**src/hdl/bp_pkg.sv**
```systemverilog
// Return address predictor package

package bp_pkg;

  // --------------------
  // sizes
  // --------------------

  // virtual address width
  localparam int VADDR_W = 32;

  // bytes per fetch block, two bytes per slot
  localparam int FETCH_BYTES = 8;

  // return stack entries
  localparam int RAS_DEPTH = 8;
  localparam int RAS_IDX_W = $clog2(RAS_DEPTH);

  typedef logic [VADDR_W-1:0]   vaddr_t;
  typedef logic [RAS_IDX_W-1:0] ras_idx_t;

  // --------------------
  // encodings
  // --------------------

  // kind of control flow found in a block
  typedef enum logic [1:0] {
    CF_NONE = 2'd0,
    CF_CALL = 2'd1,
    CF_RET  = 2'd2,
    CF_JUMP = 2'd3
  } cf_kind_t;

  // major opcodes of the 32-bit jumps
  typedef enum logic [6:0] {
    OPC_JALR = 7'b1100111,
    OPC_JAL  = 7'b1101111
  } opcode_t;

  // --------------------
  // bundles
  // --------------------

  // one fetch block from the instruction cache
  typedef struct packed {
    logic                       valid;
    vaddr_t                     vaddr;  // block aligned
    logic [FETCH_BYTES*8-1:0]   data;
    logic [FETCH_BYTES-1:0]     be;
  } fetch_blk_t;

  // branch resolution from the back end
  typedef struct packed {
    logic     update;
    logic     dead;
    logic     mispredict;
    logic     is_call;
    logic     is_ret;
    ras_idx_t ras_index;
    vaddr_t   ret_vaddr;
  } br_upd_t;

  // first control-flow slot of a block
  typedef struct packed {
    cf_kind_t kind;
    logic     is_std;       // call with an immediate target (jal, c.jal)
    vaddr_t   call_target;
    vaddr_t   ret_vaddr;
  } decode_t;

  // return stack write request
  typedef struct packed {
    logic     valid;
    ras_idx_t index;
    vaddr_t   data;
  } ras_wr_t;

  // prediction towards fetch
  typedef struct packed {
    logic     valid;
    cf_kind_t kind;
    vaddr_t   target;
  } pred_t;

endpackage

```
**src/hdl/bp_predecode.sv**
```systemverilog
// Fetch block predecode
`timescale 1ns/100ps

module bp_predecode #(
  parameter int FETCH_BYTES = bp_pkg::FETCH_BYTES
) (
  input  logic               i_clk,
  input  logic               i_reset_n,
  input  bp_pkg::fetch_blk_t i_fetch,
  output bp_pkg::decode_t    o_decode
);

  localparam int SLOTS  = FETCH_BYTES / 2;
  localparam int DATA_W = FETCH_BYTES * 8;

  // state carried over from the previous block
  logic           r_straddle;
  logic [15:0]    r_prev_upper;
  bp_pkg::vaddr_t r_next_blk;

  logic               w_consec;
  logic               w_tail_lo;
  logic [DATA_W+15:0] w_data_ext;

  // --------------------
  // decode helpers
  // --------------------

  function automatic bp_pkg::vaddr_t f_j_imm(input logic [31:0] inst);
    return {{(bp_pkg::VADDR_W-20){inst[31]}}, inst[19:12], inst[20], inst[30:21], 1'b0};
  endfunction

  function automatic bp_pkg::vaddr_t f_cj_imm(input logic [15:0] c);
    return {{(bp_pkg::VADDR_W-11){c[12]}}, c[8], c[10:9], c[6], c[7], c[2], c[11],
            c[5:3], 1'b0};
  endfunction

  function automatic bp_pkg::cf_kind_t f_dec32(input logic [31:0] inst);
    bp_pkg::cf_kind_t kind;
    kind = bp_pkg::CF_NONE;
    if (inst[6:0] == bp_pkg::OPC_JAL) begin
      kind = (inst[11:7] == 5'd1) ? bp_pkg::CF_CALL : bp_pkg::CF_JUMP;
    end else if (inst[6:0] == bp_pkg::OPC_JALR && inst[14:12] == 3'b000) begin
      // jalr x0, x1, 0
      if (inst[11:7] == 5'd0 && inst[19:15] == 5'd1 && inst[31:20] == 12'h000) begin
        kind = bp_pkg::CF_RET;
      end else if (inst[11:7] == 5'd1) begin
        kind = bp_pkg::CF_CALL;
      end else begin
        kind = bp_pkg::CF_JUMP;
      end
    end
    return kind;
  endfunction

  function automatic bp_pkg::cf_kind_t f_dec16(input logic [15:0] c);
    bp_pkg::cf_kind_t kind;
    kind = bp_pkg::CF_NONE;
    if (c[1:0] == 2'b01 && c[15:13] == 3'b001) begin
      kind = bp_pkg::CF_CALL;  // c.jal, rv32 only
    end else if (c[1:0] == 2'b01 && c[15:13] == 3'b101) begin
      kind = bp_pkg::CF_JUMP;  // c.j
    end else if (c[1:0] == 2'b10 && c[6:2] == 5'd0 && c[11:7] != 5'd0) begin
      if (c[15:12] == 4'b1000) begin
        kind = (c[11:7] == 5'd1) ? bp_pkg::CF_RET : bp_pkg::CF_JUMP;
      end else if (c[15:12] == 4'b1001) begin
        kind = bp_pkg::CF_JUMP;  // c.jalr
      end
    end
    return kind;
  endfunction

  // --------------------
  // slot walk
  // --------------------

  // padding lets every slot take a 32-bit window
  assign w_data_ext = {16'h0000, i_fetch.data};
  assign w_consec   = r_straddle & (i_fetch.vaddr == r_next_blk);

  always_comb begin
    logic             hi;
    logic             lo;
    logic             std;
    logic             found;
    logic [31:0]      inst;
    logic [15:0]      c;
    bp_pkg::vaddr_t   pc;
    bp_pkg::cf_kind_t kind;

    o_decode      = '0;
    o_decode.kind = bp_pkg::CF_NONE;
    found         = 1'b0;
    hi            = 1'b0;
    for (int s = 0; s < SLOTS; s++) begin
      c    = w_data_ext[s*16 +: 16];
      inst = w_data_ext[s*16 +: 32];
      pc   = i_fetch.vaddr + bp_pkg::vaddr_t'(2 * s);
      kind = bp_pkg::CF_NONE;
      std  = 1'b0;
      lo   = 1'b0;
      if (s == 0 && w_consec) begin
        // upper half of an instruction begun in the previous block
        inst = {c, r_prev_upper};
        pc   = i_fetch.vaddr - bp_pkg::vaddr_t'(2);
        std  = 1'b1;
        kind = f_dec32(inst);
      end else if (!hi) begin
        if (c[1:0] == 2'b11) begin
          lo = 1'b1;
          // a start in the last slot finishes in the next block
          if (s < SLOTS - 1) begin
            std  = 1'b1;
            kind = f_dec32(inst);
          end
        end else begin
          kind = f_dec16(c);
        end
      end
      if (!found && kind != bp_pkg::CF_NONE && i_fetch.valid && i_fetch.be[2*s]) begin
        found                = 1'b1;
        o_decode.kind        = kind;
        o_decode.is_std      = (kind == bp_pkg::CF_CALL) &
                               (std ? (inst[6:0] == bp_pkg::OPC_JAL) : 1'b1);
        o_decode.call_target = pc + (std ? f_j_imm(inst) : f_cj_imm(c));
        o_decode.ret_vaddr   = pc + (std ? bp_pkg::vaddr_t'(4) : bp_pkg::vaddr_t'(2));
      end
      hi = lo;
    end
    w_tail_lo = hi;
  end

  // --------------------
  // straddle tracking
  // --------------------

  always_ff @(posedge i_clk or negedge i_reset_n) begin
    if (!i_reset_n) begin
      r_straddle <= 1'b0;
    end else if (i_fetch.valid) begin
      r_straddle <= w_tail_lo;
    end
  end

  always_ff @(posedge i_clk) begin
    if (i_fetch.valid) begin
      r_prev_upper <= i_fetch.data[DATA_W-1 -: 16];
      r_next_blk   <= i_fetch.vaddr + bp_pkg::vaddr_t'(FETCH_BYTES);
    end
  end

endmodule

```
**src/hdl/bp_predictor.sv**
```systemverilog
// Return address predictor top
`timescale 1ns/100ps

module bp_predictor #(
  parameter int FETCH_BYTES = bp_pkg::FETCH_BYTES,
  parameter int RAS_DEPTH   = bp_pkg::RAS_DEPTH
) (
  input  logic               i_clk,
  input  logic               i_reset_n,
  input  bp_pkg::fetch_blk_t i_fetch,
  input  bp_pkg::br_upd_t    i_br_upd,
  output bp_pkg::pred_t      o_pred
);

  bp_pkg::decode_t  w_decode;
  bp_pkg::ras_idx_t w_rd_index;
  bp_pkg::vaddr_t   w_rd_data;
  bp_pkg::ras_wr_t  w_push;
  bp_pkg::ras_wr_t  w_repair;
  bp_pkg::ras_wr_t  w_wr;

  bp_predecode #(
    .FETCH_BYTES (FETCH_BYTES)
  ) u_predecode (
    .i_clk     (i_clk),
    .i_reset_n (i_reset_n),
    .i_fetch   (i_fetch),
    .o_decode  (w_decode)
  );

  bp_ras_ctrl #(
    .RAS_DEPTH (RAS_DEPTH)
  ) u_ras_ctrl (
    .i_clk      (i_clk),
    .i_reset_n  (i_reset_n),
    .i_decode   (w_decode),
    .i_br_upd   (i_br_upd),
    .i_rd_data  (w_rd_data),
    .o_rd_index (w_rd_index),
    .o_push     (w_push),
    .o_repair   (w_repair),
    .o_pred     (o_pred)
  );

  bp_ras_arbiter u_ras_arbiter (
    .i_clk     (i_clk),
    .i_reset_n (i_reset_n),
    .i_push    (w_push),
    .i_repair  (w_repair),
    .o_wr      (w_wr)
  );

  bp_ras_mem #(
    .RAS_DEPTH (RAS_DEPTH)
  ) u_ras_mem (
    .i_clk      (i_clk),
    .i_reset_n  (i_reset_n),
    .i_wr       (w_wr),
    .i_rd_index (w_rd_index),
    .o_rd_data  (w_rd_data)
  );

endmodule

```
**src/hdl/bp_ras_arbiter.sv**
```systemverilog
// Return stack write arbiter
`timescale 1ns/100ps

module bp_ras_arbiter (
  input  logic            i_clk,
  input  logic            i_reset_n,
  input  bp_pkg::ras_wr_t i_push,
  input  bp_pkg::ras_wr_t i_repair,
  output bp_pkg::ras_wr_t o_wr
);

  // waiting repair
  bp_pkg::ras_wr_t r_hold;

  // fetch push always wins the port
  always_comb begin
    if (i_push.valid) begin
      o_wr = i_push;
    end else begin
      o_wr = r_hold;
    end
  end

  // --------------------
  // holding slot
  // --------------------

  // a new repair takes the slot, even over one still waiting
  always_ff @(posedge i_clk or negedge i_reset_n) begin
    if (!i_reset_n) begin
      r_hold <= '0;
    end else if (i_repair.valid) begin
      r_hold <= i_repair;
    end else if (!i_push.valid) begin
      // held entry went out this cycle
      r_hold.valid <= 1'b0;
    end
  end

endmodule

```
**src/hdl/bp_ras_ctrl.sv**
```systemverilog
// Return stack control
`timescale 1ns/100ps

module bp_ras_ctrl #(
  parameter int RAS_DEPTH = bp_pkg::RAS_DEPTH
) (
  input  logic             i_clk,
  input  logic             i_reset_n,
  input  bp_pkg::decode_t  i_decode,
  input  bp_pkg::br_upd_t  i_br_upd,
  input  bp_pkg::vaddr_t   i_rd_data,
  output bp_pkg::ras_idx_t o_rd_index,
  output bp_pkg::ras_wr_t  o_push,
  output bp_pkg::ras_wr_t  o_repair,
  output bp_pkg::pred_t    o_pred
);

  bp_pkg::ras_idx_t r_index;
  logic             r_recover;
  bp_pkg::pred_t    r_pred;

  logic             w_flush;
  logic             w_call;
  logic             w_ret;
  logic             w_call_dead;
  logic             w_ret_dead;
  bp_pkg::ras_idx_t w_base;
  bp_pkg::ras_idx_t w_index_next;

  // index wraps at the stack depth
  function automatic bp_pkg::ras_idx_t f_inc(input bp_pkg::ras_idx_t idx);
    return (idx == bp_pkg::ras_idx_t'(RAS_DEPTH - 1)) ? '0 : idx + 1'b1;
  endfunction

  function automatic bp_pkg::ras_idx_t f_dec(input bp_pkg::ras_idx_t idx);
    return (idx == '0) ? bp_pkg::ras_idx_t'(RAS_DEPTH - 1) : idx - 1'b1;
  endfunction

  // --------------------
  // stack index
  // --------------------

  assign w_flush = i_br_upd.update & ~i_br_upd.dead & i_br_upd.mispredict;
  assign w_base  = w_flush ? i_br_upd.ras_index : r_index;
  assign w_call  = (i_decode.kind == bp_pkg::CF_CALL);
  assign w_ret   = (i_decode.kind == bp_pkg::CF_RET);

  always_comb begin
    w_index_next = w_base;
    if (w_call) begin
      w_index_next = f_inc(w_base);
    end else if (w_ret) begin
      w_index_next = f_dec(w_base);
    end
  end

  assign o_rd_index = f_dec(w_base);
  assign o_push     = '{valid: w_call, index: w_base, data: i_decode.ret_vaddr};

  // --------------------
  // squashed call repair
  // --------------------

  assign w_call_dead = i_br_upd.update & i_br_upd.dead & i_br_upd.is_call;
  assign w_ret_dead  = i_br_upd.update & i_br_upd.dead & i_br_upd.is_ret;

  // only the first dead call of a squash restores its entry
  assign o_repair = '{valid: w_call_dead & ~r_recover,
                      index: i_br_upd.ras_index,
                      data:  i_br_upd.ret_vaddr};

  always_ff @(posedge i_clk or negedge i_reset_n) begin
    if (!i_reset_n) begin
      r_index   <= '0;
      r_recover <= 1'b0;
    end else begin
      r_index <= w_index_next;
      if (w_call_dead | w_ret_dead) begin
        r_recover <= 1'b1;
      end else if (i_br_upd.update & ~i_br_upd.dead) begin
        r_recover <= 1'b0;
      end
    end
  end

  // --------------------
  // prediction
  // --------------------

  always_ff @(posedge i_clk or negedge i_reset_n) begin
    if (!i_reset_n) begin
      r_pred <= '0;
    end else begin
      // jalr calls push but have no known target
      r_pred.valid  <= (w_call & i_decode.is_std) | w_ret;
      r_pred.kind   <= i_decode.kind;
      r_pred.target <= w_ret ? i_rd_data : i_decode.call_target;
    end
  end

  assign o_pred = r_pred;

endmodule

```
**src/hdl/bp_ras_mem.sv**
```systemverilog
// Return address storage
`timescale 1ns/100ps

module bp_ras_mem #(
  parameter int RAS_DEPTH = bp_pkg::RAS_DEPTH
) (
  input  logic             i_clk,
  input  logic             i_reset_n,
  input  bp_pkg::ras_wr_t  i_wr,
  input  bp_pkg::ras_idx_t i_rd_index,
  output bp_pkg::vaddr_t   o_rd_data
);

  bp_pkg::vaddr_t r_entry [RAS_DEPTH];

  // single write port
  always_ff @(posedge i_clk or negedge i_reset_n) begin
    if (!i_reset_n) begin
      for (int i = 0; i < RAS_DEPTH; i++) begin
        r_entry[i] <= '0;
      end
    end else if (i_wr.valid) begin
      r_entry[i_wr.index] <= i_wr.data;
    end
  end

  // read is combinational, same cycle as the pop
  assign o_rd_data = r_entry[i_rd_index];

endmodule

```
**config.mk**
```make
export PLATFORM = sky130hd
export DESIGN_NAME = bp_predictor
export DESIGN_NICKNAME = d
export VERILOG_FILES = /design/src/hdl/bp_pkg.sv /design/src/hdl/bp_predecode.sv /design/src/hdl/bp_predictor.sv /design/src/hdl/bp_ras_arbiter.sv /design/src/hdl/bp_ras_ctrl.sv /design/src/hdl/bp_ras_mem.sv
export SDC_FILE = /design/constraint.sdc
export NUM_CORES = 2
export LEC_CHECK = 0
export BUFFER_PORTS_ARGS = -buffer_cell sky130_fd_sc_hd__buf_4
export CAP_MARGIN = 20
export CELL_PAD_IN_SITES_DETAIL_PLACEMENT = 1
export CELL_PAD_IN_SITES_GLOBAL_PLACEMENT = 1
export CORE_ASPECT_RATIO = 1.1
export CORE_MARGIN = 8
export CORE_UTILIZATION = 52
export DETAILED_ROUTE_END_ITERATION = 7
export MAX_ROUTING_LAYER = met4
export PLACE_DENSITY_LB_ADDON = 0.12
export SETUP_SLACK_MARGIN = 0.05
export SYNTH_ARGS = -nofsm -noshare
export SYNTH_HDL_FRONTEND = slang
export SYNTH_SLANG_ARGS = --single-unit
```
**constraint.sdc**
```tcl
create_clock -name i_clk -period 11.8 [get_ports i_clk]
set_input_delay 1.77 -clock i_clk [delete_from_list [all_inputs] [get_ports i_clk]]
set_output_delay 1.77 -clock i_clk [all_outputs]
set_load 0.02 [all_outputs]
```
==> impl_metrics.json <==
{
  "maxCapViolCount": 0,
  "tritoncts.num_buffers": 40,
  "grt.total_usage": 0.420,
  "hold_viol_final": 0,
  "clk_slew_on_worst_s_h_paths_ns": 0.06,
  "fin_crit_ns": 9.10,
  "synthesis.nets": 3744,
  "wire_per_inst_um": 33.0,
  "number_of_global_route_vias_before_repair": 31800,
  "drt_pre_antenna_iters": 5,
  "seq_power_share": 0.353,
  "postRouteWirelength_um": 143000,
  "drt_iter0_markers": 3438,
  "rows": 94,
  "fin_tns_setup_ns": 0,
  "run_status": "completed",
  "synthArstFlopShare": 0.874,
  "drive_gt1_frac": 0.169,
  "yosysUniqueCellTypes": 87,
  "overflow": 0,
  "drc": 0,
  "dp_hpwl_um": 102000,
  "mappedNetlistArea_mm2": 0.0311,
  "area_growth_pct": 10.9,
  "initial_core_util": 0.522,
  "number_of_synthesized_register_bits": 380,
  "p_comb_frac": 0.428,
  "clock_latency_ns": 0.60,
  "worst_case_vdd_ir_drop_uv": 187,
  "place_congestion": 1.01,
  "dieHeight_um": 272,
  "grt_start_max_net_pins": 147,
  "cts-htree-levels": 2,
  "postCtsResizedCells": 0,
  "via_per_inst": 7.09,
  "maxSlewHeadroom": 0.179,
  "floorplan_die_area_mm2": 0.0679,
  "place.port_buffers": 177,
  "power.switching_fraction": 0.401,
  "drt.antenna.violating_nets": 0,
  "hold_bufs_inserted_after_cts": 0,
  "p_sw_mw": 2.41,
  "cts_setup_buffers": 0,
  "number_of_i_o_pins": 182,
  "synthesis.instances": 3452,
  "synth_largest_type_area_fraction": 0.267,
  "cts.root.buffer_cell": "clkbuf_16",
  "p_per_area_mw_per_mm2": 174,
  "report.final.setup_viol": 0,
  "layout.core_utilization": 0.579,
  "period_share": 0.771,
  "timing.hold.worst.class": "flop to flop",
  "dr_total_vias": 30700,
  "die_width_um": 249,
  "synth_area_leader_cell": "dfrtp_1",
  "max_slew.worst_pin.slew_ns": 1.22,
  "nNetsFinal": 3818,
  "synth_sequential_area_ratio": 0.314,
  "synth-edff-count": 48,
  "worstSetupPathType": "input pin to flop",
  "grt_antenna_before_repair": 5,
  "fin_worst_hold_slack_ns": 0.486,
  "setup_repair_after_global_routing_missed_its_margin": "no",
  "timing_max_transition_violations_final": 0,
  "setup.worst_path.start_class": "input pin",
  "yosysWarnings": 0,
  "netlist_top_cells_area": "dfrtp_1, mux2_2, xnor2_1",
  "critical_path_peak_fanout": 15,
  "tritoncts_clock_tree": "done",
  "static_leakage_power_nw": 14.5,
  "cts_max_path_buffers": 3,
  "internal_power_mw": 3.60,
  "crit_path_arrival_time_ns": 9.51,
  "grt_pass1_wl_um": 212000,
  "finClkSkew_ns": 0.0431,
  "endpoint_kind": "flop",
  "synthesis.area_per_instance_um2": 9.01,
  "clockPowerShare": 0.219,
  "cp_data_required_time_ns": 12.21,
  "synth_ff_type": "dfrtp_1",
  "fmax_mhz": 110,
  "p_total_mw": 6.00,
  "coreArea_mm2": 0.0595,
  "cts.sinks": 380
}
==> cell type report <==
cell class	count	area [um^2]
clock buffers	54	1140
diodes	2	5.00
well taps	768	961
inverters	102	385
multi-input cells	2774	20300
repair buffers	228	1730
fillers	6692	25000
clock inverters	14	171
flip-flops and latches	380	9750
==> cells by family (layout without fill, tap and decap cells) <==
group,Yosys count,in the layout,synth area share
AND/OR/NAND/NOR,1147,1147,0.183
AO/OA/AOI/OAI,812,812,0.171
flip-flops,380,380,0.314
XOR/XNOR,345,345,0.0972
multiplexers,325,325,0.138
buffers and inverters,298,398,0.0372
adder cells (fa/ha/maj),145,145,0.0600
other,0,2,0
==> synth_stat cells, types with 48 or more instances <==
library cell,count
a21o_1,53
a21oi_1,199
clkbuf_1,132
dfrtp_1,332
edfxtp_1,48
ha_1,138
inv_1,99
mux2_2,187
mux2i_1,72
mux4_2,64
nand2_1,382
nand3_1,95
nand4_1,71
nor2_1,207
nor3_1,70
nor4_1,57
o21ai_0,195
xnor2_1,203
xor2_1,142
==> path summary, 6_finish.rpt <==
| check | start | to | slack (ns) | depth (start not counted) |
|---|---|---|---|---|
| setup reg to reg | u_predecode.r_next_blk[27] | u_ras_mem.r_entry[158] | 3.69 | 18 |
| max in group asynchronous | i_reset_n | u_ras_mem.r_entry[163] | 8.97 | 3 |
| hold reg to reg | u_ras_mem.r_entry[202] | u_ras_mem.r_entry[202] | 0.49 | 2 |
| setup / recovery | i_fetch[74] | u_ras_mem.r_entry[158] | 2.70 | 19 |
| min in group asynchronous | i_reset_n | u_ras_mem.r_entry[224] | 1.30 | 1 |
| hold / removal | u_ras_mem.r_entry[202] | u_ras_mem.r_entry[202] | 0.49 | 2 |
==> layout by cell type, fill, tap and decap left out, types with 53 or more instances in the layout <==
cell type  instances
buf_4            226
xor2_1           142
mux2i_1           65
mux2_2           188
xnor2_1          203
nor3_1            70
nor2_1           207
a21o_1            53
inv_1             99
ha_1             137
nor4_1            57
nand2_1          382
a21oi_1          197
dfrtp_1          332
mux4_2            64
o21ai_0          195
nand3_1           95
nand4_1           71
==> stage by stage <==
stage                     instance area [um^2]  std cells  setup WS (ns)
after floorplan                          31100       3452           4.61
after CTS                                34400       4318           2.97
after global routing                     34500       4322           2.39
after global placement                   33100       4250           2.70
after detailed placement                 33100       4250           2.38
final                                    34500       4322           2.70
==> per-layer routing <==
metal	vias to the layer above	track usage	share of wire
met4	0	0.220	0.062
met1	15500	0.509	0.38
met3	491	0.0708	0.085
met5	-	-	0
met2	1763	0.674	0.47
li1	12900	-	-
==> critical path, stage by stage <==
cell and delay (ns):
buf_4 0.28, xor2_1 0.12, nor4_1 0.71, nand4_1 0.63
nor4_1 0.92, or2_2 0.44, inv_1 0.13, ha_1 0.30
a21oi_1 0.08, a2111oi_0 0.70, nand3_1 0.25, nor4_1 0.60
and3_1 0.60, nand4_1 0.19, xnor2_1 0.17, a221oi_1 0.31
a21oi_1 0.09, a211oi_2 0.91, o31ai_1 0.26
==> power by group through the flow <==
stage	Clock, mW	Sequential [mW]	Combinational (mW)
after floorplan	0	1.97	1.66
after global placement	0	1.99	2.26
after detailed placement	0	2.07	2.40
after CTS	1.32	2.10	2.51
after global routing	1.36	2.14	2.69
final	1.31	2.12	2.57
==> registers in the layout, summed over array words and instances (netlist names) <==
register,count
u_ras_mem.r_entry,256
u_ras_arbiter.r_hold,36
u_ras_ctrl.o_pred,35
u_predecode.r_next_blk,32
u_predecode.r_prev_upper,16
u_ras_ctrl.r_index,3
u_predecode.r_straddle,1
u_ras_ctrl.r_recover,1
Power figures use the tool's default switching activity.
